==> config.mk <==
export PLATFORM = sky130hd
export DESIGN_NAME = uart_fifo
export DESIGN_NICKNAME = d
export VERILOG_FILES = /design/src/rtl/mem_pkg.sv /design/src/rtl/uart_fifo.sv
export SDC_FILE = /design/constraint.sdc
export NUM_CORES = 1
export LEC_CHECK = 0
export ABC_AREA = 1
export ABC_CLOCK_PERIOD_IN_PS = 2830
export BUFFER_PORTS_ARGS = -buffer_cell sky130_fd_sc_hd__buf_2
export CORE_MARGIN = 2
export CORE_UTILIZATION = 50
export CTS_BUF_LIST = sky130_fd_sc_hd__clkbuf_8
export DETAILED_ROUTE_END_ITERATION = 6
export PLACE_DENSITY = 0.72
export REMOVE_ABC_BUFFERS = 1
export SLEW_MARGIN = 15
export SYNTH_ARGS = -nofsm -noshare
export SYNTH_HDL_FRONTEND = slang
export SYNTH_SLANG_ARGS = --single-unit
==> constraint.sdc <==
create_clock -name clk -period 2.83 [get_ports clk]
set_input_delay 0.283 -clock clk [delete_from_list [all_inputs] [get_ports clk]]
set_output_delay 0.283 -clock clk [all_outputs]
set_load 0.005 [all_outputs]
==> src/rtl/mem_pkg.sv <==
`default_nettype none

package mem_pkg;

    // control word carried from execute into the memory stage
    typedef struct packed {
        logic [5:0] rd;
        logic       regwrite;
        logic       memread;
        logic       memwrite;
        logic       memtoreg;
    } mem_inst;

    // only the low address bits take part in decoding
    localparam int ADDR_BITS = 26;
    localparam logic [ADDR_BITS-1:0] UART_ADDR = 26'h3fffffc;

    // direct-mapped cache, one word per line
    localparam int CACHE_LINES = 16;
    localparam int INDEX_BITS  = $clog2(CACHE_LINES);
    localparam int TAG_BITS    = ADDR_BITS - INDEX_BITS - 2;

    // backing store behind the cache
    localparam int RAM_WORDS     = 256;
    localparam int RAM_ADDR_BITS = $clog2(RAM_WORDS);

    // miss penalty in cycles, at least 2
    localparam int REFILL_CYCLES   = 4;
    localparam int REFILL_CNT_BITS = $clog2(REFILL_CYCLES);

    // uart byte fifos
    localparam int FIFO_DEPTH = 4;

endpackage

`default_nettype wire
==> src/rtl/uart_fifo.sv <==
`default_nettype none
`timescale 1ns/10ps

module uart_fifo #(
    parameter int DEPTH = mem_pkg::FIFO_DEPTH
) (
    input  wire        clk,
    input  wire        rstn,
    input  wire        push,
    input  wire  [7:0] push_data,
    input  wire        pop,
    output logic [7:0] pop_data,
    output logic       empty,
    output logic       full
);

    logic [7:0]                   buf_q [DEPTH];
    logic [$clog2(DEPTH)-1:0]     wr_ptr_q;
    logic [$clog2(DEPTH)-1:0]     rd_ptr_q;
    logic [$clog2(DEPTH+1)-1:0]   count_q;
    logic                         do_push;
    logic                         do_pop;

    assign empty = (count_q == 0);
    assign full  = (count_q == DEPTH);

    // overflowing push and underflowing pop are dropped
    assign do_push = push && !full;
    assign do_pop  = pop && !empty;

    always_ff @(posedge clk) begin
        if (!rstn) begin
            wr_ptr_q <= '0;
            rd_ptr_q <= '0;
            count_q  <= '0;
        end else begin
            if (do_push) begin
                wr_ptr_q <= (wr_ptr_q == DEPTH - 1) ? '0 : wr_ptr_q + 1'b1;
            end
            if (do_pop) begin
                rd_ptr_q <= (rd_ptr_q == DEPTH - 1) ? '0 : rd_ptr_q + 1'b1;
            end
            if (do_push && !do_pop) begin
                count_q <= count_q + 1'b1;
            end else if (do_pop && !do_push) begin
                count_q <= count_q - 1'b1;
            end
        end
    end

    always_ff @(posedge clk) begin
        if (do_push) begin
            buf_q[wr_ptr_q] <= push_data;
        end
    end

    // show-ahead, head byte visible before the pop
    assign pop_data = buf_q[rd_ptr_q];

endmodule

`default_nettype wire

==> flow_summary.ini, run 1 <==
[run_status]
status = finished clean

[die]
start_util = 0.515
boundaryPins = 22
die_area_um2 = 3870
fp.dieH_um = 62.2
rows = 21
core_um2 = 3280
fp.dieW_um = 62.2

[logic_synthesis]
ys_ff_latch = 41
synthCells = 148
ys_warn_count = 0
synth_area_um2 = 1690
synth_area_leaders = edfxtp_1 57%, dfxtp_1 11%, nor2_1 7.3%
netlist.area_leader.share = 0.568
yosysSeqAreaShare = 0.674
synth_largest_area_cell = edfxtp_1
avgSynthCellArea_um2 = 11.4
synth_cell_type_count = 18

[worst_setup_path]
crit_family = flip-flops
cp_data_required_time_ps = 2550
cpPeakStageDelay_ps = 700
critPathKind = reg -> out
cp_max_fo = 17
start_kind = flop
r2r_start = count_q[1]
end_kind = primary output
critPathBufInv = 2
worstPathCellList = inv_2 > o21ai_0 > o22ai_1 > buf_2
crit_slowest_cell = dfxtp_1
critPathArrivalTime_ps = 1700
ff2ff_setup_slack_ps = 940

[worst_hold_path]
hp-start = push_data[7]
hp-class = in -> reg

[cells_and_area]
syn_to_final_growth_pct = 13.2
seq_area_um2 = 1140
nFillCells = 282
mostFrequentLayoutCell = nor2_1
drive_gt1_frac = 0.189
antenna_cells = 0
fin_area_um2 = 1920
fin_cells = 221
most-common-layout-cells = 33 x nor2_1, 32 x edfxtp_1, 21 x buf_2, 19 x inv_1
multi_input_area_um2 = 458
nets = 193

[power_and_ir_drop]
pwr-share-seq = 0.491
clockPowerShare = 0.208
switching_share = 0.338
combPwrFrac = 0.301
p_leak_nw = 0.781
power.internal_mw = 1.12
finalPower_mw = 1.69
switchingPower_mw = 0.570
powerDensity_nw_per_um2 = 881
ir_drop_v = 0.000403

[timing]
rsz0062_at_grt = no
slew_viol_final = 0
clock.fmax_mhz = 504
maxSlewHeadroom = 0.430
finalSetupViolCount = 0
finClkSkew_ps = 3.34
setup-tns-final_ps = 0
fin_crit_sh = 0.702
tightestPinTransition_ps = 851
fin_crit_ps = 1990
hold_viol_final = 0

[global_route]
gr-usage-met2 = 0.289
grt_max_degree = 18
grt_pass1_vias = 1138
use_met3 = 0.0380
antenna_found_initial = 0
busiest_layer = met2
grt_overflow = 0
grt_pass1_wl_um = 4890
grt_usage = 0.166
grt.met1_usage = 0.188

[routing]
vias = 1140
first_pass_iters = 4
wire_per_inst_um = 13.2
post-route-drc-count = 0
drtIter0Drc = 48
via_per_inst = 5.16
wl_um = 2910
antenna_left = 0

[cts]
clockRootBuffer = clkbuf_8
postCtsHoldBufs = 0
cts_buffer_depth = 2
clkSlewWorstSetupHoldPaths_ps = 70
clk_latency_ps = 280
htreeDepth = 2
cts_made_buffers = 5
cts-resized-gates = 0
clock_sinks = 41
cts_tree = yes
cts_setup_buffers = 0

[placement]
hpwl_um = 1980
placed_cells = 213
place_area_um2 = 1830
port_buffers = 21
gp_congestion = 0.699

[run]
drv_cap = 0
## synth_stat cells
master / instances
nand2_1: 14
o21ai_1: 1
nand4_1: 1
a21oi_1: 2
nand2_2: 1
o21ai_0: 14
edfxtp_1: 32
ha_1: 6
nor2_1: 33
nand3b_1: 1
o21ai_2: 3
o22ai_1: 8
fa_1: 1
inv_1: 18
buf_6: 2
dfxtp_1: 9
inv_2: 1
nand3_1: 1
## state kept, by name (all words and copies together), names as in the netlist, named ones only
register,flops
rd_ptr_q,2
count_q,3
buf_q,32
wr_ptr_q,2
## metrics by stage
step	util	hold slack, ps	worst slack [ps]
finish	0.583	209	844
global placement	0.558	489	1060
global route	0.583	200	598
CTS	0.583	203	796
floorplan	-	382	1140
detailed placement	0.558	503	926
## power by group through the flow
stage          clock network [mW]  registers [mW]  logic [mW]
2_1_floorplan                   0           0.817       0.338
3_3_place_gp                    0           0.835       0.477
3_5_place_dp                    0           0.844       0.513
4_1_cts                     0.364           0.831       0.515
5_1_grt                     0.387           0.845       0.585
6_report                    0.351           0.829       0.507
## final cells by class
class / instances / share of cell area
flip-flops and latches: 41 / 0.596
clock inverters: 3 / 0.00718
inverters: 19 / 0.0372
well taps: 46 / 0.0300
multi-input cells: 86 / 0.239
repair buffers: 21 / 0.0549
clock buffers: 5 / 0.0359
## worst reg2reg max path: stages, from the launching register on
cell and delay, ps:
dfxtp_1 340, nor2_1 170, nand2_1 140, nand2_2 150, inv_1 60, ha_1 210
inv_1 90, fa_1 410, o21ai_0 170, nor2_1 60
## kinds of logic (layout without fill, tap and decap cells)
logic type / count (synthesis) / after routing / synth area share
AND/OR/NAND/NOR: 51 / 51 / 0.119
flip-flops: 41 / 41 / 0.674
AO/OA/AOI/OAI: 28 / 28 / 0.0953
buffers and inverters: 21 / 48 / 0.0554
adder cells (fa/ha/maj): 7 / 7 / 0.0562
## routing by layer
| layer | vias up | share of wire |
|---|---|---|
| met4 | 0 | 0.026 |
| met1 | 551 | 0.41 |
| met3 | 8 | 0.041 |
| met2 | 24 | 0.52 |
| li1 | 557 | - |
| met5 | - | 0 |
## worst paths after layout
check | endpoint | depth (start not counted)
setup / recovery | pop_data[3] | 4
hold / removal | buf_q[0][7] | 1
setup reg to reg | count_q[1] | 9
hold reg to reg | count_q[0] | 2
Power figures use the tool's default switching activity.
==> inputs of run 2 (changes only) <==
--- a/config.mk
+++ b/config.mk
@@ -5,14 +5,14 @@
 export SDC_FILE = /design/constraint.sdc
 export NUM_CORES = 1
 export LEC_CHECK = 0
-export ABC_AREA = 1
-export ABC_CLOCK_PERIOD_IN_PS = 2830
+export ABC_AREA = 0
+export ABC_CLOCK_PERIOD_IN_PS = 1600
 export BUFFER_PORTS_ARGS = -buffer_cell sky130_fd_sc_hd__buf_2
 export CORE_MARGIN = 2
 export CORE_UTILIZATION = 50
 export CTS_BUF_LIST = sky130_fd_sc_hd__clkbuf_8
 export DETAILED_ROUTE_END_ITERATION = 6
-export PLACE_DENSITY = 0.72
+export PLACE_DENSITY = 0.75
 export REMOVE_ABC_BUFFERS = 1
 export SLEW_MARGIN = 15
 export SYNTH_ARGS = -nofsm -noshare
==> constraint.sdc (replaced) <==
create_clock -name clk -period 1.6 [get_ports clk]
set_input_delay 0.16 -clock clk [delete_from_list [all_inputs] [get_ports clk]]
set_output_delay 0.16 -clock clk [all_outputs]
set_load 0.005 [all_outputs]
==> run 2 against run 1 <==
Compared with the run above:
- the run now ends with setup timing left
- critical path depth grew 4
- register-to-register slack got worse by 1300 ps
- routed wire length is 6.3% lower
- final cell count is 17% lower
- first-iteration DRC count is 42% lower
- synthesized cell count shrank 37%
- final area up 11%
- global-route usage increased by 0.18 points
- non-clock buffer count up 22
- critical endpoint is now count_q[2]
==> flow_summary.ini, run 2 <==
[global_route]
grt_max_degree = 14
busiest_layer = met2
gr-usage-met2 = 0.277
grt.met1_usage = 0.201
use_met3 = 0.0483
antenna_found_initial = 0
grt_pass1_vias = 924
grt_usage = 0.168
grt_overflow = 0
grt_pass1_wl_um = 4220

[logic_synthesis]
synthCells = 93
synth.most_common_cell = edfxtp_1
synth-async-reset-ratio = 0
synth_area_um2 = 1630
ys_ff_latch = 41
synth_edf_count = 32
ys_warn_count = 0
netlist.area_leader.share = 0.589
ys.flop_type = edfxtp_1
synth_area_leaders = edfxtp_1 59%, dfxtp_1 11%, mux4_2 11%
synth_commonest_cells = 32 x edfxtp_1, 9 x dfxtp_1, 8 x mux4_2
avgSynthCellArea_um2 = 17.5
synth_largest_area_cell = edfxtp_1
yosysSeqAreaShare = 0.700
synth_cell_type_count = 23

[timing]
slew_viol_final = 0
rsz0062_at_grt = yes
fin_crit_ps = 1920
maxSlewHeadroom = 0.842
finClkSkew_ps = 7.55
hold_viol_final = 0
fin_crit_sh = 1.20
setup_slack_ps = -323
setup-tns-final_ps = -1460
clock.fmax_mhz = 520
tightestPinTransition_ps = 237
finalSetupViolCount = 34

[cts]
cts_made_buffers = 5
clock_sinks = 41
cts_buffer_depth = 2
cts_tree = yes
htreeDepth = 2
clockRootBuffer = clkbuf_8
clkSlewWorstSetupHoldPaths_ps = 70
clk_latency_ps = 290

[worst_setup_path]
ff2ff_path_depth = 8
endpoint = count_q[2]
cp_data_required_time_ps = 1810
critPathArrivalTime_ps = 2130
end_kind = flop
cp_max_fo = 3
start_kind = flop
r2r-end = count_q[2]
critPathKind = reg -> reg
ff2ff_setup_slack_ps = -320
r2r_start = count_q[2]
startpoint = count_q[2]

[power_and_ir_drop]
p_leak_nw = 0.810
ir_drop_v = 0.000933
powerDensity_nw_per_um2 = 1460
finalPower_mw = 3.09

[placement]
port_buffers = 21
hpwl_um = 1900
gp_congestion = 0.717

[die]
core_um2 = 3080
fp.dieH_um = 61.1
boundaryPins = 22
die_area_um2 = 3730
start_util = 0.530
fp.dieW_um = 61.1
rows = 20

[routing]
via_per_inst = 4.99
first_pass_iters = 4
post-route-drc-count = 0
drtIter0Drc = 28
antenna_left = 0
wl_um = 2730
wire_per_inst_um = 14.8
vias = 918

[cells_and_area]
antenna_cells = 0
mostFrequentLayoutCell = edfxtp_1
regMostFlops = buf_q
nets = 158
reg_top3 = buf_q x32, count_q x3
most-common-layout-cells = 32 x edfxtp_1, 20 x buf_2, 12 x buf_4, 11 x buf_6, 8 x mux4_2
syn_to_final_growth_pct = 30.0
drive_gt1_frac = 0.529
largest_reg_flops = 32

[run_status]
violations = setup timing
status = finished with violations

[worst_hold_path]
hp-class = in -> reg

[run]
drv_cap = 0
[run 2: cell count changes in the layout (fill, tap and decap cells not counted), sizes merged, moves of 9 or more]
cell   previous run  this run
nor2             33         2
inv              20         3
o21ai            18         3
buf              21        43
nand2            15         6
[run 2: area by class of cell]
type / count / area [um2]
Sequential cell: 41 / 1150
Clock inverter: 3 / 17.5
Multi-Input combinational cell: 45 / 505
Timing Repair Buffer: 43 / 314
Clock buffer: 5 / 68.8
Fill cell: 196 / 958
Tap cell: 44 / 55.1
Inverter: 3 / 11.3
[run 2: power breakdown]
group,internal (mW),switching [mW]
clock,0.301,0.331
sequential,1.32,0.111
combinational,0.612,0.417
total,2.23,0.859
[run 2: worst min path at each step]
stage	startpoint	endpoint	slack, ps	cells after the start
floorplan	push_data[0]	buf_q[0][0]	260	0
global placement	push_data[3]	buf_q[0][3]	370	1
detailed placement	push_data[0]	buf_q[1][0]	380	1
CTS	push_data[0]	buf_q[1][0]	80	1
global route	push_data[3]	buf_q[2][3]	80	1
finish	push_data[0]	buf_q[0][0]	80	1
[run 2: metrics by stage]
step                cells   util  cell area, um2  hold slack [ps]  worst slack [ps]
global route          184  0.689            2120             83.4              -423
detailed placement    172  0.620            1910              376              -438
global placement      172  0.620            1910              373              -316
CTS                   183  0.674            2080             78.7              -314
finish                184  0.689            2120             82.9              -323
floorplan              89      -            1610              259              -520
[run 2: critical path: stages, from the launching register on]
cell,delay (ps)
dfxtp_2,350
nor3b_4,160
nor2b_2,130
ha_2,200
inv_2,40
fa_2,350
xor2_2,170
or3_1,320
a21boi_1,130
[run 2: metal layers]
metal  wire length, um  part of all wire  vias up
met5                 0                 0        -
met4                50             0.018        0
met3               104             0.038        7
met2              1390              0.51       18
met1              1180              0.43      453
li1                  -                 -      440
[run 2: logic make-up after synthesis]
group / share of synthesized area
AND/OR/NAND/NOR: 0.0660
XOR/XNOR: 0.0107
flip-flops: 0.700
AO/OA/AOI/OAI: 0.0184
buffers and inverters: 0.0176
adder cells (fa/ha/maj): 0.0583
multiplexers: 0.129
[run 2: repair_timing]
action	CTS	global route
pin swaps	4	0
setup endpoints to repair	7	42
setup buffers	3	1
resized for setup	22	7
hold buffers	0	0
==> inputs of run 3 (changes only) <==
--- a/config.mk
+++ b/config.mk
@@ -13,7 +13,6 @@
 export CTS_BUF_LIST = sky130_fd_sc_hd__clkbuf_8
 export DETAILED_ROUTE_END_ITERATION = 6
 export PLACE_DENSITY = 0.75
-export REMOVE_ABC_BUFFERS = 1
 export SLEW_MARGIN = 15
 export SYNTH_ARGS = -nofsm -noshare
 export SYNTH_HDL_FRONTEND = slang
==> run 3 against run 2 <==
Compared with the run above:
- the flow still finishes with violations (setup timing)
- sequential power is essentially flat
- clock skew shrank 5.4 ps
- die area is the same
- final area shrank 0.94%
- first-iteration DRC count shrank 32%
- critical endpoint unchanged
- largest cell class unchanged
==> flow_summary.ini, run 3 (synthesis results as in run 2) <==
[die]
core_um2 = 3080
boundaryPins = 22
fp.dieW_um = 61.1
fp.dieH_um = 61.1
die_area_um2 = 3730
rows = 20
start_util = 0.530

[cts]
clock_sinks = 41
cts_tree = yes
cts_buffer_depth = 2
clockRootBuffer = clkbuf_8
htreeDepth = 2
cts_made_buffers = 5
clkSlewWorstSetupHoldPaths_ps = 80
clk_latency_ps = 290

[run_status]
status = finished with violations
violations = setup timing

[cells_and_area]
nFillCells = 226
reg_top3 = buf_q x32, count_q x3
drive_gt1_frac = 0.459
final_util = 0.682
syn_to_final_growth_pct = 28.8
mostFrequentLayoutCell = edfxtp_1
nets = 151
largest_reg_flops = 32
seq_area_um2 = 1150
antenna_cells = 0
most-common-layout-cells = 32 x edfxtp_1, 21 x buf_2, 10 x buf_4, 8 x mux4_2, 6 x nand2_1
multi_input_area_um2 = 503
regMostFlops = buf_q

[placement]
hpwl_um = 1890
port_buffers = 21
gp_congestion = 0.757

[power_and_ir_drop]
p_leak_nw = 0.781
finalPower_mw = 3.21
ir_drop_v = 0.000811
pwr-share-seq = 0.445
powerDensity_nw_per_um2 = 1530
switchingPower_mw = 0.848
combPwrFrac = 0.306
clockPowerShare = 0.249
switching_share = 0.264
power.internal_mw = 2.36

[routing]
wire_per_inst_um = 16.0
wl_um = 2830
via_per_inst = 5.01
drtIter0Drc = 19
post-route-drc-count = 0
vias = 886
first_pass_iters = 4
antenna_left = 0

[worst_setup_path]
critPathArrivalTime_ps = 2090
end_kind = flop
start_kind = flop
cp_max_fo = 2
cp_data_required_time_ps = 1820
critPathKind = reg -> reg

[timing]
fin_crit_sh = 1.17
maxSlewHeadroom = 0.742
rsz0062_at_grt = yes
hold_viol_final = 0
fin_crit_ps = 1870
finClkSkew_ps = 2.12
tightestPinTransition_ps = 386
clock.fmax_mhz = 534
slew_viol_final = 0
finalSetupViolCount = 2
setup_slack_ps = -273

[global_route]
grt_usage = 0.176
grt_pass1_vias = 933
grt_max_degree = 14
grt_pass1_wl_um = 4370
grt_overflow = 0
antenna_found_initial = 0

[worst_hold_path]
hp-class = in -> reg

[logic_synthesis]
synth.net_count = 112

[run]
drv_cap = 0
run 3: worst paths after layout:
check,cells past startpoint,slack (ps),endpoint,from
worst min-delay path,1,90,buf_q[2][6],push_data[6]
worst max register to register,8,-270,count_q[2],count_q[2]
worst max-delay path,8,-270,count_q[2],count_q[2]
worst min register to register,2,510,wr_ptr_q[1],wr_ptr_q[1]
run 3: final cells by class:
type	count	share of cell area
Sequential cell	41	0.547
Multi-Input combinational cell	45	0.240
Timing Repair Buffer	36	0.129
Clock buffer	5	0.0328
Tap cell	44	0.0262
Clock inverter	3	0.0197
Inverter	3	0.00536
run 3: power by group through the flow:
stage	logic (mW)	clock network [mW]	registers (mW)
floorplan	0.540	0	1.43
global placement	0.894	0	1.43
detailed placement	0.932	0	1.45
CTS	0.977	0.819	1.43
global route	1.07	0.853	1.44
finish	0.983	0.799	1.43
run 3: metrics by stage:
step | setup TNS, ps | instances | area (um2) | hold slack, ps | setup slack (ps)
2_1_floorplan | -317 | 93 | 1670 | 259 | -237
3_3_place_gp | -246 | 166 | 1950 | 371 | -231
3_5_place_dp | -337 | 166 | 1950 | 378 | -275
4_1_cts | -339 | 176 | 2090 | 79.5 | -278
5_1_grt | -539 | 177 | 2100 | 83.0 | -353
6_report | -338 | 177 | 2100 | 87.0 | -273
run 3: routing by layer:
metal	vias to the layer above	part of all wire	global-route usage
li1	427	-	-
met5	-	0	0
met2	13	0.57	0.333
met4	0	0.015	0.0870
met1	441	0.39	0.182
met3	5	0.029	0.0378
run 3: what timing repair did:
action                                  CTS  global route
gates resized for setup                   3             1
endpoints found under the setup margin    5             6
hold buffers                              0             0
buffers inserted                          2             1
run 3: critical path, cell delays in order, from the launching register on:
cell and delay (ps):
dfxtp_2 330, buf_6 110, o31ai_4 240, ha_4 190, inv_2 30, fa_2 330
xor2_1 150, or3_1 310, a21boi_1 120
