==> src/rtl/mem_pkg.sv <==
`default_nettype none

package mem_pkg;

    // control word carried from execute into the memory stage
    typedef struct packed {
        logic [5:0] rd;
        logic       regwrite;
        logic       memread;
        logic       memwrite;
        logic       memtoreg;
    } mem_inst;

    // only the low address bits take part in decoding
    localparam int ADDR_BITS = 26;
    localparam logic [ADDR_BITS-1:0] UART_ADDR = 26'h3fffffc;

    // direct-mapped cache, one word per line
    localparam int CACHE_LINES = 16;
    localparam int INDEX_BITS  = $clog2(CACHE_LINES);
    localparam int TAG_BITS    = ADDR_BITS - INDEX_BITS - 2;

    // backing store behind the cache
    localparam int RAM_WORDS     = 256;
    localparam int RAM_ADDR_BITS = $clog2(RAM_WORDS);

    // miss penalty in cycles, at least 2
    localparam int REFILL_CYCLES   = 4;
    localparam int REFILL_CNT_BITS = $clog2(REFILL_CYCLES);

    // uart byte fifos
    localparam int FIFO_DEPTH = 4;

endpackage

`default_nettype wire
==> src/rtl/data_cache.sv <==
`default_nettype none
`timescale 1ns/10ps

module data_cache (
    input  wire                                clk,
    input  wire                                rstn,
    input  wire  [31:0]                        addr,
    input  wire  [31:0]                        wdata,
    input  wire                                read_enable,
    input  wire                                write_enable,
    output logic [31:0]                        rdata,
    output logic                               miss,

    // backing ram
    output logic [mem_pkg::RAM_ADDR_BITS-1:0]  ram_addr,
    output logic [31:0]                        ram_wdata,
    output logic                               ram_we,
    input  wire  [31:0]                        ram_rdata
);

    import mem_pkg::*;

    logic [TAG_BITS-1:0]        tag_arr [CACHE_LINES];
    logic [31:0]                data_arr [CACHE_LINES];
    logic [CACHE_LINES-1:0]     valid_q;

    // last accepted read, looked up in the following cycle
    logic                       req_v_q;
    logic [31:0]                req_addr_q;
    logic [INDEX_BITS-1:0]      req_idx;
    logic [TAG_BITS-1:0]        req_tag;
    logic                       hit;

    // refill FSM, idle or refilling
    logic                       refill_q;
    logic [REFILL_CNT_BITS-1:0] cnt_q;
    logic                       fill;

    logic [INDEX_BITS-1:0]      wr_idx;
    logic [TAG_BITS-1:0]        wr_tag;
    logic                       wr_hit;

    assign req_idx = req_addr_q[INDEX_BITS+1:2];
    assign req_tag = req_addr_q[ADDR_BITS-1:INDEX_BITS+2];
    assign hit     = valid_q[req_idx] && (tag_arr[req_idx] == req_tag);

    assign wr_idx  = addr[INDEX_BITS+1:2];
    assign wr_tag  = addr[ADDR_BITS-1:INDEX_BITS+2];
    assign wr_hit  = valid_q[wr_idx] && (tag_arr[wr_idx] == wr_tag);

    // first miss cycle is the failed compare, the rest is refill
    assign miss  = refill_q || (req_v_q && !hit);
    assign fill  = refill_q && (cnt_q == '0);
    assign rdata = data_arr[req_idx];

    always_ff @(posedge clk) begin
        if (!rstn) begin
            req_v_q  <= 1'b0;
            refill_q <= 1'b0;
            cnt_q    <= '0;
            valid_q  <= '0;
        end else begin
            if (!miss) begin
                req_v_q <= read_enable;
            end
            if (req_v_q && !hit && !refill_q) begin
                refill_q <= 1'b1;
                cnt_q    <= REFILL_CNT_BITS'(REFILL_CYCLES - 2);
            end else if (fill) begin
                refill_q         <= 1'b0;
                valid_q[req_idx] <= 1'b1;
            end else if (refill_q) begin
                cnt_q <= cnt_q - 1'b1;
            end
        end
    end

    always_ff @(posedge clk) begin
        if (read_enable) begin
            req_addr_q <= addr;
        end
    end

    // line fill on refill end, update on write hit, no allocate
    always_ff @(posedge clk) begin
        if (fill) begin
            data_arr[req_idx] <= ram_rdata;
            tag_arr[req_idx]  <= req_tag;
        end else if (write_enable && wr_hit) begin
            data_arr[wr_idx] <= wdata;
        end
    end

    // write-through, store goes out in the same cycle
    assign ram_we    = write_enable;
    assign ram_wdata = wdata;
    assign ram_addr  = write_enable ? addr[RAM_ADDR_BITS+1:2] :
                                      req_addr_q[RAM_ADDR_BITS+1:2];

endmodule

`default_nettype wire

==> config.mk <==
export PLATFORM = sky130hd
export DESIGN_NAME = data_cache
export DESIGN_NICKNAME = d
export VERILOG_FILES = /design/src/rtl/mem_pkg.sv /design/src/rtl/data_cache.sv
export SDC_FILE = /design/constraint.sdc
export NUM_CORES = 1
export LEC_CHECK = 0
export BUFFER_PORTS_ARGS = -buffer_cell sky130_fd_sc_hd__buf_2
export CAP_MARGIN = 20
export CORE_MARGIN = 3
export CORE_UTILIZATION = 45
export DETAILED_ROUTE_END_ITERATION = 6
export PLACE_DENSITY = 0.63
export RECOVER_POWER = 25
export SYNTH_ARGS = -nofsm -noshare
export SYNTH_HDL_FRONTEND = slang
export SYNTH_SLANG_ARGS = --single-unit
==> constraint.sdc <==
create_clock -name clk -period 8.5 [get_ports clk]
set_input_delay 1.275 -clock clk [delete_from_list [all_inputs] [get_ports clk]]
set_output_delay 1.275 -clock clk [all_outputs]
set_load 0.005 [all_outputs]
==> report_table.html, run 1 <==
<table>
<tr><th>Metric</th><th>Value</th></tr>
<tr><th colspan="2">Synth</th></tr>
<tr><td>Number of instances in the synthesized netlist</td><td>between 1,500 and 2,000</td></tr>
<tr><td>Synth area leaders</td><td>sky130_fd_sc_hd__edfxtp_1, sky130_fd_sc_hd__mux4_2, sky130_fd_sc_hd__mux2i_1</td></tr>
<tr><td>Async set-or-reset flop fraction in the synthesized netlist</td><td>0%</td></tr>
<tr><td>Share of the synthesized area in the top cell type</td><td>about two thirds</td></tr>
<tr><td>Count of flip-flops with a built-in enable after synthesis</td><td>around 860</td></tr>
<tr><td>Post-synthesis simple-gate area fraction</td><td>under 10%</td></tr>
<tr><td>Cell taking the most area after synthesis</td><td>sky130_fd_sc_hd__edfxtp_1</td></tr>
<tr><td>Total standard cell area after synthesis</td><td>approximately 0.038 mm²</td></tr>
<tr><td>Ys flop type</td><td>sky130_fd_sc_hd__edfxtp_1</td></tr>
<tr><td>Number of warning messages in the yosys log</td><td>0</td></tr>
<tr><td>Adder-cell area share of the yosys netlist</td><td>less than 1%</td></tr>
<tr><td>Avg Cell Area, Syn</td><td>~20 µm²</td></tr>
<tr><td>Post-Synth XOR/XNOR Area</td><td>1.46%</td></tr>
<tr><td>Share of synthesized area spent on multiplexers</td><td>21.9%</td></tr>
<tr><td>Flip-flop and latch count after synthesis</td><td>880</td></tr>
<tr><td>Portion of the post-synthesis area used by sequential elements</td><td>a little over two thirds</td></tr>
<tr><td>Distinct cells, synth</td><td>between 60 and 70</td></tr>
<tr><td>Post-Syn Nets</td><td>a little under 2,000</td></tr>
<tr><td>Main combinational cell family by area after synthesis</td><td>multiplexers</td></tr>
<tr><td>Compound-gate portion of the synthesized area</td><td>under 10%</td></tr>
<tr><th colspan="2">Worst setup path</th></tr>
<tr><td>Worst r2r path cells</td><td>10</td></tr>
<tr><td>Critical path cell sequence</td><td>clkbuf_1 -&gt; buf_4 -&gt; or2_1 -&gt; buf_4 -&gt; o22ai_1 -&gt; a221oi_1 -&gt; o21ai_0 -&gt; xnor2_1 -&gt; nor4_1 -&gt; nand4_1 -&gt; buf_4 -&gt; o31ai_4 -&gt; buf_4</td></tr>
<tr><td>Worst flop-to-flop path endpoint</td><td>cnt_q[1]</td></tr>
<tr><td>Arrival time of data at the critical path endpoint</td><td>approximately 7.3 ns</td></tr>
<tr><td>Depth of the critical timing path with buffers and inverters included</td><td>13</td></tr>
<tr><td>Worst path slowest cell</td><td>sky130_fd_sc_hd__clkbuf_1</td></tr>
<tr><td>CP most frequent cell</td><td>sky130_fd_sc_hd__buf_4</td></tr>
<tr><td>Worst setup path class</td><td>in2reg</td></tr>
<tr><td>CP peak stage delay</td><td>1.26 ns</td></tr>
<tr><td>Capture point of the critical path</td><td>data_arr[6][10]</td></tr>
<tr><td>Kind of end point of the critical path</td><td>flop</td></tr>
<tr><td>Crit path max-delay family</td><td>buffers and inverters</td></tr>
<tr><td>CP Launch Type</td><td>primary input</td></tr>
<tr><td>Maximum fanout count along the critical path</td><td>48</td></tr>
<tr><td>Worst EP required</td><td>roughly 8.8 ns</td></tr>
<tr><td>First element of the critical path</td><td>addr[2]</td></tr>
<tr><td>Worst path buffer plus inverter count</td><td>5</td></tr>
<tr><td>Worst setup slack for register-to-register paths</td><td>4.18 ns</td></tr>
<tr><th colspan="2">Timing</th></tr>
<tr><td>Final-layout worst hold slack</td><td>between 0.4 and 0.5 ns</td></tr>
<tr><td>Final hold vios</td><td>0</td></tr>
<tr><td>Max-Slew Margin vs Limit</td><td>-60.4%</td></tr>
<tr><td>Clock skew</td><td>0.0751 ns</td></tr>
<tr><td>Final worst path period share</td><td>between 80% and 90%</td></tr>
<tr><td>Number of max-slew violations in the final report</td><td>approximately 160</td></tr>
<tr><td>Tmin final</td><td>approximately 7 ns</td></tr>
<tr><td>Final setup violation count</td><td>0</td></tr>
<tr><td>Worst slew pin tran</td><td>2.41 ns</td></tr>
<tr><td>RSZ-0062 raised after global routing</td><td>false</td></tr>
<tr><td>Peak Freq</td><td>between 100 and 150 MHz</td></tr>
<tr><td>Final total negative setup slack</td><td>0 ns</td></tr>
<tr><th colspan="2">Power</th></tr>
<tr><td>Peak ir drop on the vdd network</td><td>161 µV</td></tr>
<tr><td>Leakage power of the design</td><td>13.8 nW</td></tr>
<tr><td>Total power draw</td><td>roughly 9.5 mW</td></tr>
<tr><td>Power Density</td><td>about 220 mW/mm²</td></tr>
<tr><th colspan="2">Layout</th></tr>
<tr><td>Count of placed standard cells in the final layout, fillers left out</td><td>between 3,000 and 4,000</td></tr>
<tr><td>Share of post-route cells with drive strength above 1</td><td>between 30% and 40%</td></tr>
<tr><td>Relative area change from synthesis to final layout</td><td>12.9%</td></tr>
<tr><td>Nets@finish</td><td>roughly 2,100</td></tr>
<tr><td>Most common cell after layout, fill and taps aside</td><td>sky130_fd_sc_hd__edfxtp_1</td></tr>
<tr><td>Count of inserted antenna diode cells</td><td>0</td></tr>
<tr><td>Design area</td><td>around 0.043 mm²</td></tr>
<tr><td>Commonest cells after routing, fill and taps aside</td><td>sky130_fd_sc_hd__edfxtp_1, sky130_fd_sc_hd__mux4_2, sky130_fd_sc_hd__buf_2, sky130_fd_sc_hd__mux2i_1, sky130_fd_sc_hd__clkbuf_16</td></tr>
<tr><th colspan="2">Flow run</th></tr>
<tr><td>Max-cap violations</td><td>7</td></tr>
<tr><th colspan="2">Placed design</th></tr>
<tr><td>Weighted congestion reported at the end of routability-driven placement</td><td>between 0.7 and 0.8</td></tr>
<tr><td>Number of I/O port buffers</td><td>approximately 170</td></tr>
<tr><td>Detail Placement HPWL</td><td>about 50,000 µm</td></tr>
<tr><td>Placed inst area</td><td>between 0.03 and 0.04 mm²</td></tr>
<tr><td>Cells after DPL</td><td>2,998</td></tr>
<tr><th colspan="2">Floorplan</th></tr>
<tr><td>Area of the core</td><td>approximately 0.083 mm²</td></tr>
<tr><td>Overall die height</td><td>a little under 300 µm</td></tr>
<tr><td>Chip Width</td><td>around 300 µm</td></tr>
<tr><td>Initial standard-cell utilization of the core</td><td>around 46%</td></tr>
<tr><td>Count of standard-cell rows</td><td>105</td></tr>
<tr><td>Total die area</td><td>between 0.08 and 0.09 mm²</td></tr>
<tr><td>Count of pins on the block boundary</td><td>between 150 and 200</td></tr>
<tr><th colspan="2">Global route</th></tr>
<tr><td>Initial antenna violation count</td><td>3</td></tr>
<tr><td>First-pass GRT wire length</td><td>between 100,000 and 150,000 µm</td></tr>
<tr><td>Total GRT Usage</td><td>between 20% and 30%</td></tr>
<tr><td>Number of global-route vias before repair</td><td>~20,000</td></tr>
<tr><td>Global-route congestion overflow total</td><td>0</td></tr>
<tr><td>Pin count of the biggest net entering global routing</td><td>77</td></tr>
<tr><th colspan="2">Clock tree</th></tr>
<tr><td>Post-CTS resize count</td><td>0</td></tr>
<tr><td>Clock sinks</td><td>880</td></tr>
<tr><td>Maximum count of clock buffers along a single path</td><td>3</td></tr>
<tr><td>Clock-pin slew reported for the worst setup and hold paths after clock tree synthesis</td><td>about 0.060 ns</td></tr>
<tr><td>H-tree lvl count</td><td>3</td></tr>
<tr><td>Number of CTS-inserted buffers</td><td>90</td></tr>
<tr><td>Total setup buffers inserted after CTS</td><td>0</td></tr>
<tr><td>CTS tree</td><td>built</td></tr>
<tr><td>Clk Latency, worst-skew pair</td><td>roughly 0.67 ns</td></tr>
<tr><td>Hold buffers post-CTS</td><td>0</td></tr>
<tr><td>Root Buffer Master</td><td>sky130_fd_sc_hd__clkbuf_16</td></tr>
<tr><th colspan="2">Drt</th></tr>
<tr><td>Length of routed wiring on met1</td><td>about 37,000 µm</td></tr>
<tr><td>Detail-routed net length per standard cell</td><td>slightly below 30 µm</td></tr>
<tr><td>Met2 wire length</td><td>45,600 µm</td></tr>
<tr><td>Routed length on met3</td><td>~6300 µm</td></tr>
<tr><td>Final antenna-violating net count</td><td>0</td></tr>
<tr><td>Vias per std cell</td><td>roughly 6</td></tr>
<tr><td>First drt pass iteration count</td><td>7</td></tr>
<tr><td>Total Wirelength</td><td>91,400 µm</td></tr>
<tr><td>Drt initial violations</td><td>about 1,700</td></tr>
<tr><td>Vias after detailed routing</td><td>19,100</td></tr>
<tr><td>Number of remaining DRC errors</td><td>0</td></tr>
<tr><td>Uppermost layer routed</td><td>met5</td></tr>
<tr><th colspan="2">Worst hold path</th></tr>
<tr><td>Launch point of the worst hold path</td><td>valid_q[2]</td></tr>
<tr><td>Class of the worst hold path</td><td>reg2reg</td></tr>
<tr><th colspan="2">Status</th></tr>
<tr><td>Outcome</td><td>finished with violations</td></tr>
<tr><td>Violated checks</td><td>max-capacitance violations, max-slew violations</td></tr>
</table>
[state kept, by name, indices dropped and copies added, names as in the netlist, named ones only]
register and count:
valid_q 16, req_addr_q 24, data_arr 512, refill_q 1, req_v_q 1, tag_arr 320, cnt_q 2
[worst min path at each step]
stage                  endpoint  slack [ns]  cells past startpoint
floorplan           valid_q[14]        0.45                      1
global placement       cnt_q[1]        0.46                      1
detailed placement     cnt_q[1]        0.47                      1
CTS                    cnt_q[1]        0.49                      1
global route         valid_q[0]        0.51                      1
finish               valid_q[2]        0.48                      1
[cells by family (layout without fill, tap and decap cells)]
kind of cell    Yosys count  after routing
flops                   880            880
mux                     477            477
buf+inv                 173            402
compound gates          141            141
simple gates            134            134
xor+xnor                 63             63
fa+ha+maj                 1              1
[layer usage]
metal | track usage (%) | up-vias
met5 | 0 | -
met4 | 6.38 | 4
met3 | 3.43 | 173
met2 | 35.3 | 741
met1 | 28.6 | 10100
li1 | - | 8119
[power by group]
part           switching [mW]  total (mW)  internal (mW)
clock                    1.68        3.87           2.19
sequential             0.0918        4.91           4.82
combinational           0.402       0.769          0.367
[cell usage after synthesis (7+ instances only)]
cell type	n
sky130_fd_sc_hd__mux4_2	269
sky130_fd_sc_hd__o21ai_0	11
sky130_fd_sc_hd__nand4_1	8
sky130_fd_sc_hd__nor2b_1	16
sky130_fd_sc_hd__clkbuf_1	45
sky130_fd_sc_hd__a21oi_1	8
sky130_fd_sc_hd__nor2_1	14
sky130_fd_sc_hd__inv_1	23
sky130_fd_sc_hd__nand3_1	18
sky130_fd_sc_hd__dfxtp_1	24
sky130_fd_sc_hd__edfxtp_1	856
sky130_fd_sc_hd__a22oi_1	21
sky130_fd_sc_hd__mux2i_1	130
sky130_fd_sc_hd__o31ai_1	16
sky130_fd_sc_hd__nor3_1	7
sky130_fd_sc_hd__xor2_1	17
sky130_fd_sc_hd__nand2_1	31
sky130_fd_sc_hd__o22ai_1	19
sky130_fd_sc_hd__buf_2	33
sky130_fd_sc_hd__xnor2_1	46
sky130_fd_sc_hd__buf_6	7
sky130_fd_sc_hd__mux2_2	73
sky130_fd_sc_hd__o21a_1	17
sky130_fd_sc_hd__nand2b_1	13
sky130_fd_sc_hd__buf_4	43
sky130_fd_sc_hd__a221oi_1	21
sky130_fd_sc_hd__buf_1	22
[metrics by stage]
step                      setup slack [ns]  utilization (%)
after floorplan                       2.03                -
after CTS                             2.15             51.6
after global placement                1.84             48.0
final                                 1.46             51.6
after detailed placement              1.83             48.0
after global routing                  1.22             51.6
[layout make-up]
| type | instances | area, µm² |
|---|---|---|
| fill | 6536 | 40000 |
| sequential | 880 | 26200 |
| multi-input combinational | 816 | 10800 |
| clock buffer | 109 | 2320 |
| tap | 1070 | 1340 |
| timing repair buffer | 211 | 1160 |
| clock inverter | 59 | 608 |
| inverter | 23 | 86.3 |
(Power assumes the default switching activity.)
==> run 2: changes to the inputs <==
Settings changed: PLACE_DENSITY 0.63 to 0.66.
Clock period 8.5 ns to 6.2 ns, I/O delays scaled along.
==> run 2 against run 1 <==
  * The flow still finishes with violations (max-capacitance violations, max-slew violations)
  * Routed wire length is 0.29% higher
  * Critical path depth decreased by 2
  * Clock-buffer cell count down 6
  * First-iteration DRC count rose by 7.1%
  * Via count up 1.4%
  * Power up 40%
  * Final cell count up 0.51%
  * Non-clock buffer count is 15 higher
==> report_table.html, run 2 (synthesized netlist as in run 1, its figures left out) <==
<table>
<tr><th>Metric</th><th>Value</th></tr>
<tr><th colspan="2">Worst setup path</th></tr>
<tr><td>Worst setup path class</td><td>reg2out (was in2reg)</td></tr>
<tr><td>Maximum fanout count along the critical path</td><td>33 (was 48)</td></tr>
<tr><td>Worst EP required</td><td>5.27 ns (was 8.76 ns)</td></tr>
<tr><td>Arrival time of data at the critical path endpoint</td><td>4.31 ns (was 7.30 ns)</td></tr>
<tr><td>CP peak stage delay</td><td>0.74 ns (was 1.26 ns)</td></tr>
<tr><td>Critical path cell sequence</td><td>buf_4 -&gt; mux4_2 -&gt; mux2i_1 -&gt; mux2i_1 -&gt; xnor2_1 -&gt; o2111a_1 -&gt; nor4b_1 -&gt; buf_4 -&gt; and2_1 -&gt; o21ai_0 -&gt; buf_2 (was clkbuf_1 -&gt; buf_4 -&gt; or2_1 -&gt; buf_4 -&gt; o22ai_1 -&gt; a221oi_1 -&gt; o21ai_0 -&gt; xnor2_1 -&gt; nor4_1 -&gt; nand4_1 -&gt; buf_4 -&gt; o31ai_4 -&gt; buf_4)</td></tr>
<tr><td>Worst path slowest cell</td><td>sky130_fd_sc_hd__dfxtp_4 (was sky130_fd_sc_hd__clkbuf_1)</td></tr>
<tr><td>CP Launch Type</td><td>flop (was primary input)</td></tr>
<tr><td>Kind of end point of the critical path</td><td>output port (was flop)</td></tr>
<tr><th colspan="2">Layout</th></tr>
<tr><td>Relative area change from synthesis to final layout</td><td>14.1% (was 12.9%)</td></tr>
<tr><td>Nets@finish</td><td>2,138 (was 2,123)</td></tr>
<tr><td>Largest reg by FF count</td><td>data_arr (unchanged)</td></tr>
<tr><td>Biggest regs</td><td>data_arr x512, tag_arr x320, req_addr_q x24 (unchanged)</td></tr>
<tr><td>Number of flip-flops under the largest register name</td><td>512 (unchanged)</td></tr>
<tr><td>Share of post-route cells with drive strength above 1</td><td>32.6% (was 32.8%)</td></tr>
<tr><td>Most common cell after layout, fill and taps aside</td><td>sky130_fd_sc_hd__edfxtp_1 (unchanged)</td></tr>
<tr><td>Commonest cells after routing, fill and taps aside</td><td>sky130_fd_sc_hd__edfxtp_1, sky130_fd_sc_hd__mux4_2, sky130_fd_sc_hd__mux2i_1, sky130_fd_sc_hd__buf_2, sky130_fd_sc_hd__clkbuf_16 (was sky130_fd_sc_hd__edfxtp_1, sky130_fd_sc_hd__mux4_2, sky130_fd_sc_hd__buf_2, sky130_fd_sc_hd__mux2i_1, sky130_fd_sc_hd__clkbuf_16)</td></tr>
<tr><th colspan="2">Clock tree</th></tr>
<tr><td>Hold buffers post-CTS</td><td>0 (unchanged)</td></tr>
<tr><td>Clk Latency, worst-skew pair</td><td>0.68 ns (was 0.67 ns)</td></tr>
<tr><td>Root Buffer Master</td><td>sky130_fd_sc_hd__clkbuf_16 (unchanged)</td></tr>
<tr><td>Clock sinks</td><td>880 (unchanged)</td></tr>
<tr><td>Number of CTS-inserted buffers</td><td>90 (unchanged)</td></tr>
<tr><td>Total setup buffers inserted after CTS</td><td>0 (unchanged)</td></tr>
<tr><td>H-tree lvl count</td><td>3 (unchanged)</td></tr>
<tr><td>Clock-pin slew reported for the worst setup and hold paths after clock tree synthesis</td><td>0.06 ns (about the same)</td></tr>
<tr><td>Post-CTS resize count</td><td>0 (unchanged)</td></tr>
<tr><td>Maximum count of clock buffers along a single path</td><td>3 (unchanged)</td></tr>
<tr><td>CTS tree</td><td>built (unchanged)</td></tr>
<tr><th colspan="2">Timing</th></tr>
<tr><td>RSZ-0062 raised after global routing</td><td>false (unchanged)</td></tr>
<tr><td>Max-Slew Margin vs Limit</td><td>-72.3% (was -60.4%)</td></tr>
<tr><td>Tmin final</td><td>between 5 and 6 ns</td></tr>
<tr><td>Final total negative setup slack</td><td>0 ns (unchanged)</td></tr>
<tr><td>Clock skew</td><td>0.0745 ns (was 0.0751 ns)</td></tr>
<tr><td>Worst slew pin tran</td><td>2.58 ns (was 2.41 ns)</td></tr>
<tr><td>Final hold vios</td><td>0 (unchanged)</td></tr>
<tr><td>Peak Freq</td><td>191 MHz</td></tr>
<tr><td>Number of max-slew violations in the final report</td><td>128 (was 164)</td></tr>
<tr><td>Final setup violation count</td><td>0 (unchanged)</td></tr>
<tr><td>Final worst path period share</td><td>a little over four fifths</td></tr>
<tr><th colspan="2">Floorplan</th></tr>
<tr><td>Area of the core</td><td>0.0825 mm² (unchanged)</td></tr>
<tr><td>Count of pins on the block boundary</td><td>174 (unchanged)</td></tr>
<tr><td>Chip Width</td><td>295 µm (unchanged)</td></tr>
<tr><td>Count of standard-cell rows</td><td>105 (unchanged)</td></tr>
<tr><td>Total die area</td><td>0.0873 mm² (unchanged)</td></tr>
<tr><td>Overall die height</td><td>295 µm (unchanged)</td></tr>
<tr><td>Initial standard-cell utilization of the core</td><td>45.7% (unchanged)</td></tr>
<tr><th colspan="2">Global route</th></tr>
<tr><td>Global-route congestion overflow total</td><td>0 (unchanged)</td></tr>
<tr><td>Met2 track demand over resource</td><td>34.7% (was 35.3%)</td></tr>
<tr><td>Number of global-route vias before repair</td><td>19,900 (about the same)</td></tr>
<tr><td>Pin count of the biggest net entering global routing</td><td>110 (was 77)</td></tr>
<tr><td>Initial antenna violation count</td><td>2 (was 3)</td></tr>
<tr><td>Global-route met3 utilization</td><td>3.52% (was 3.43%)</td></tr>
<tr><td>Busiest layer in global routing</td><td>met2 (unchanged)</td></tr>
<tr><td>First-pass GRT wire length</td><td>133,000 µm (about the same)</td></tr>
<tr><td>Total GRT Usage</td><td>21.0% (was 21.1%)</td></tr>
<tr><td>Met1 usage in global routing</td><td>28.8% (was 28.6%)</td></tr>
<tr><th colspan="2">Drt</th></tr>
<tr><td>Vias per std cell</td><td>6.08 (was 6.03)</td></tr>
<tr><td>Vias after detailed routing</td><td>19,400 (was 19,100)</td></tr>
<tr><td>Number of remaining DRC errors</td><td>0 (unchanged)</td></tr>
<tr><td>Drt initial violations</td><td>1,823 (was 1,702)</td></tr>
<tr><td>Detail-routed net length per standard cell</td><td>28.8 µm (about the same)</td></tr>
<tr><td>Total Wirelength</td><td>91,600 µm (was 91,400 µm)</td></tr>
<tr><td>Final antenna-violating net count</td><td>0 (unchanged)</td></tr>
<tr><td>First drt pass iteration count</td><td>5 (was 7)</td></tr>
<tr><th colspan="2">Power</th></tr>
<tr><td>Peak ir drop on the vdd network</td><td>219 µV (was 161 µV)</td></tr>
<tr><td>Leakage power of the design</td><td>13.9 nW (was 13.8 nW)</td></tr>
<tr><td>Total power draw</td><td>13.4 mW (was 9.55 mW)</td></tr>
<tr><td>Power Density</td><td>311 mW/mm² (was 224 mW/mm²)</td></tr>
<tr><th colspan="2">Status</th></tr>
<tr><td>Violated checks</td><td>max-capacitance violations, max-slew violations (unchanged)</td></tr>
<tr><td>Outcome</td><td>finished with violations (unchanged)</td></tr>
<tr><th colspan="2">Flow run</th></tr>
<tr><td>Max-cap violations</td><td>6 (was 7)</td></tr>
<tr><th colspan="2">Placed design</th></tr>
<tr><td>Number of I/O port buffers</td><td>165 (unchanged)</td></tr>
<tr><td>Weighted congestion reported at the end of routability-driven placement</td><td>0.859 (was 0.773)</td></tr>
<tr><td>Detail Placement HPWL</td><td>51,200 µm (was 49,700 µm)</td></tr>
<tr><th colspan="2">Worst hold path</th></tr>
<tr><td>Class of the worst hold path</td><td>reg2reg (unchanged)</td></tr>
</table>
==> run 2: cell count changes in the layout (fill, tap and decap cells not counted), sizes merged <==
cell | previous run | this run
clkbuf | 137 | 148
buf | 183 | 181
clkinvlp | 3 | 5
inv | 21 | 16
diode | 0 | 3
clkinv | 51 | 53
bufinv | 7 | 12
==> run 2: stage by stage <==
step	utilization [%]	instance area, µm²	instances	setup WS (ns)	hold WS (ns)
4_1_cts	52.2	43100	3181	0.945	0.483
2_1_floorplan	-	37700	1869	0.0745	0.452
3_5_place_dp	48.5	40000	3015	1.00	0.470
3_3_place_gp	48.5	40000	3015	1.08	0.462
6_report	52.1	43000	3184	0.958	0.485
5_1_grt	52.1	43000	3181	0.764	0.511
==> run 2: worst paths after layout <==
check | startpoint | end | slack, ns | cells past startpoint
min | valid_q[6] | valid_q[6] | 0.49 | 1
max | flop | miss | 0.96 | 11
min reg2reg | valid_q[6] | valid_q[6] | 0.49 | 1
max reg2reg | flop | cnt_q[1] | 2.46 | 10
==> run 2: power breakdown <==
part | switching [mW] | internal [mW] | total (mW)
Sequential | 0.107 | 6.61 | 6.71
Clock | 2.34 | 3.22 | 5.56
Combinational | 0.573 | 0.511 | 1.08
==> run 2: routing by layer <==
metal / share of wire [%] / vias to the layer above
li1: - / 8155
met1: 41 / 10200
met2: 49 / 842
met3: 7.3 / 160
met4: 2.7 / 0
met5: 0 / -
==> run 2: final cells by class <==
| type | instances | area (µm²) |
|---|---|---|
| clock inverters | 63 | 779 |
| well taps | 1070 | 1340 |
| multi-input cells | 816 | 10800 |
| fillers | 6493 | 39500 |
| repair buffers | 226 | 1470 |
| flip-flops and latches | 880 | 26200 |
| clock buffers | 103 | 2310 |
| inverters | 23 | 86.3 |
| diodes | 3 | 7.51 |
==> run 2: worst max-delay path: cells and delay by family, from the launching register on <==
kind / cells / cell delay [ns]
AOI/OAI and AO/OA: 2 / 0.44
xor gates and xnor gates: 1 / 0.24
buffers and inverters: 3 / 1.09
DFF: 1 / 0.74
muxes: 3 / 0.64
and+or+nand+nor: 2 / 0.46
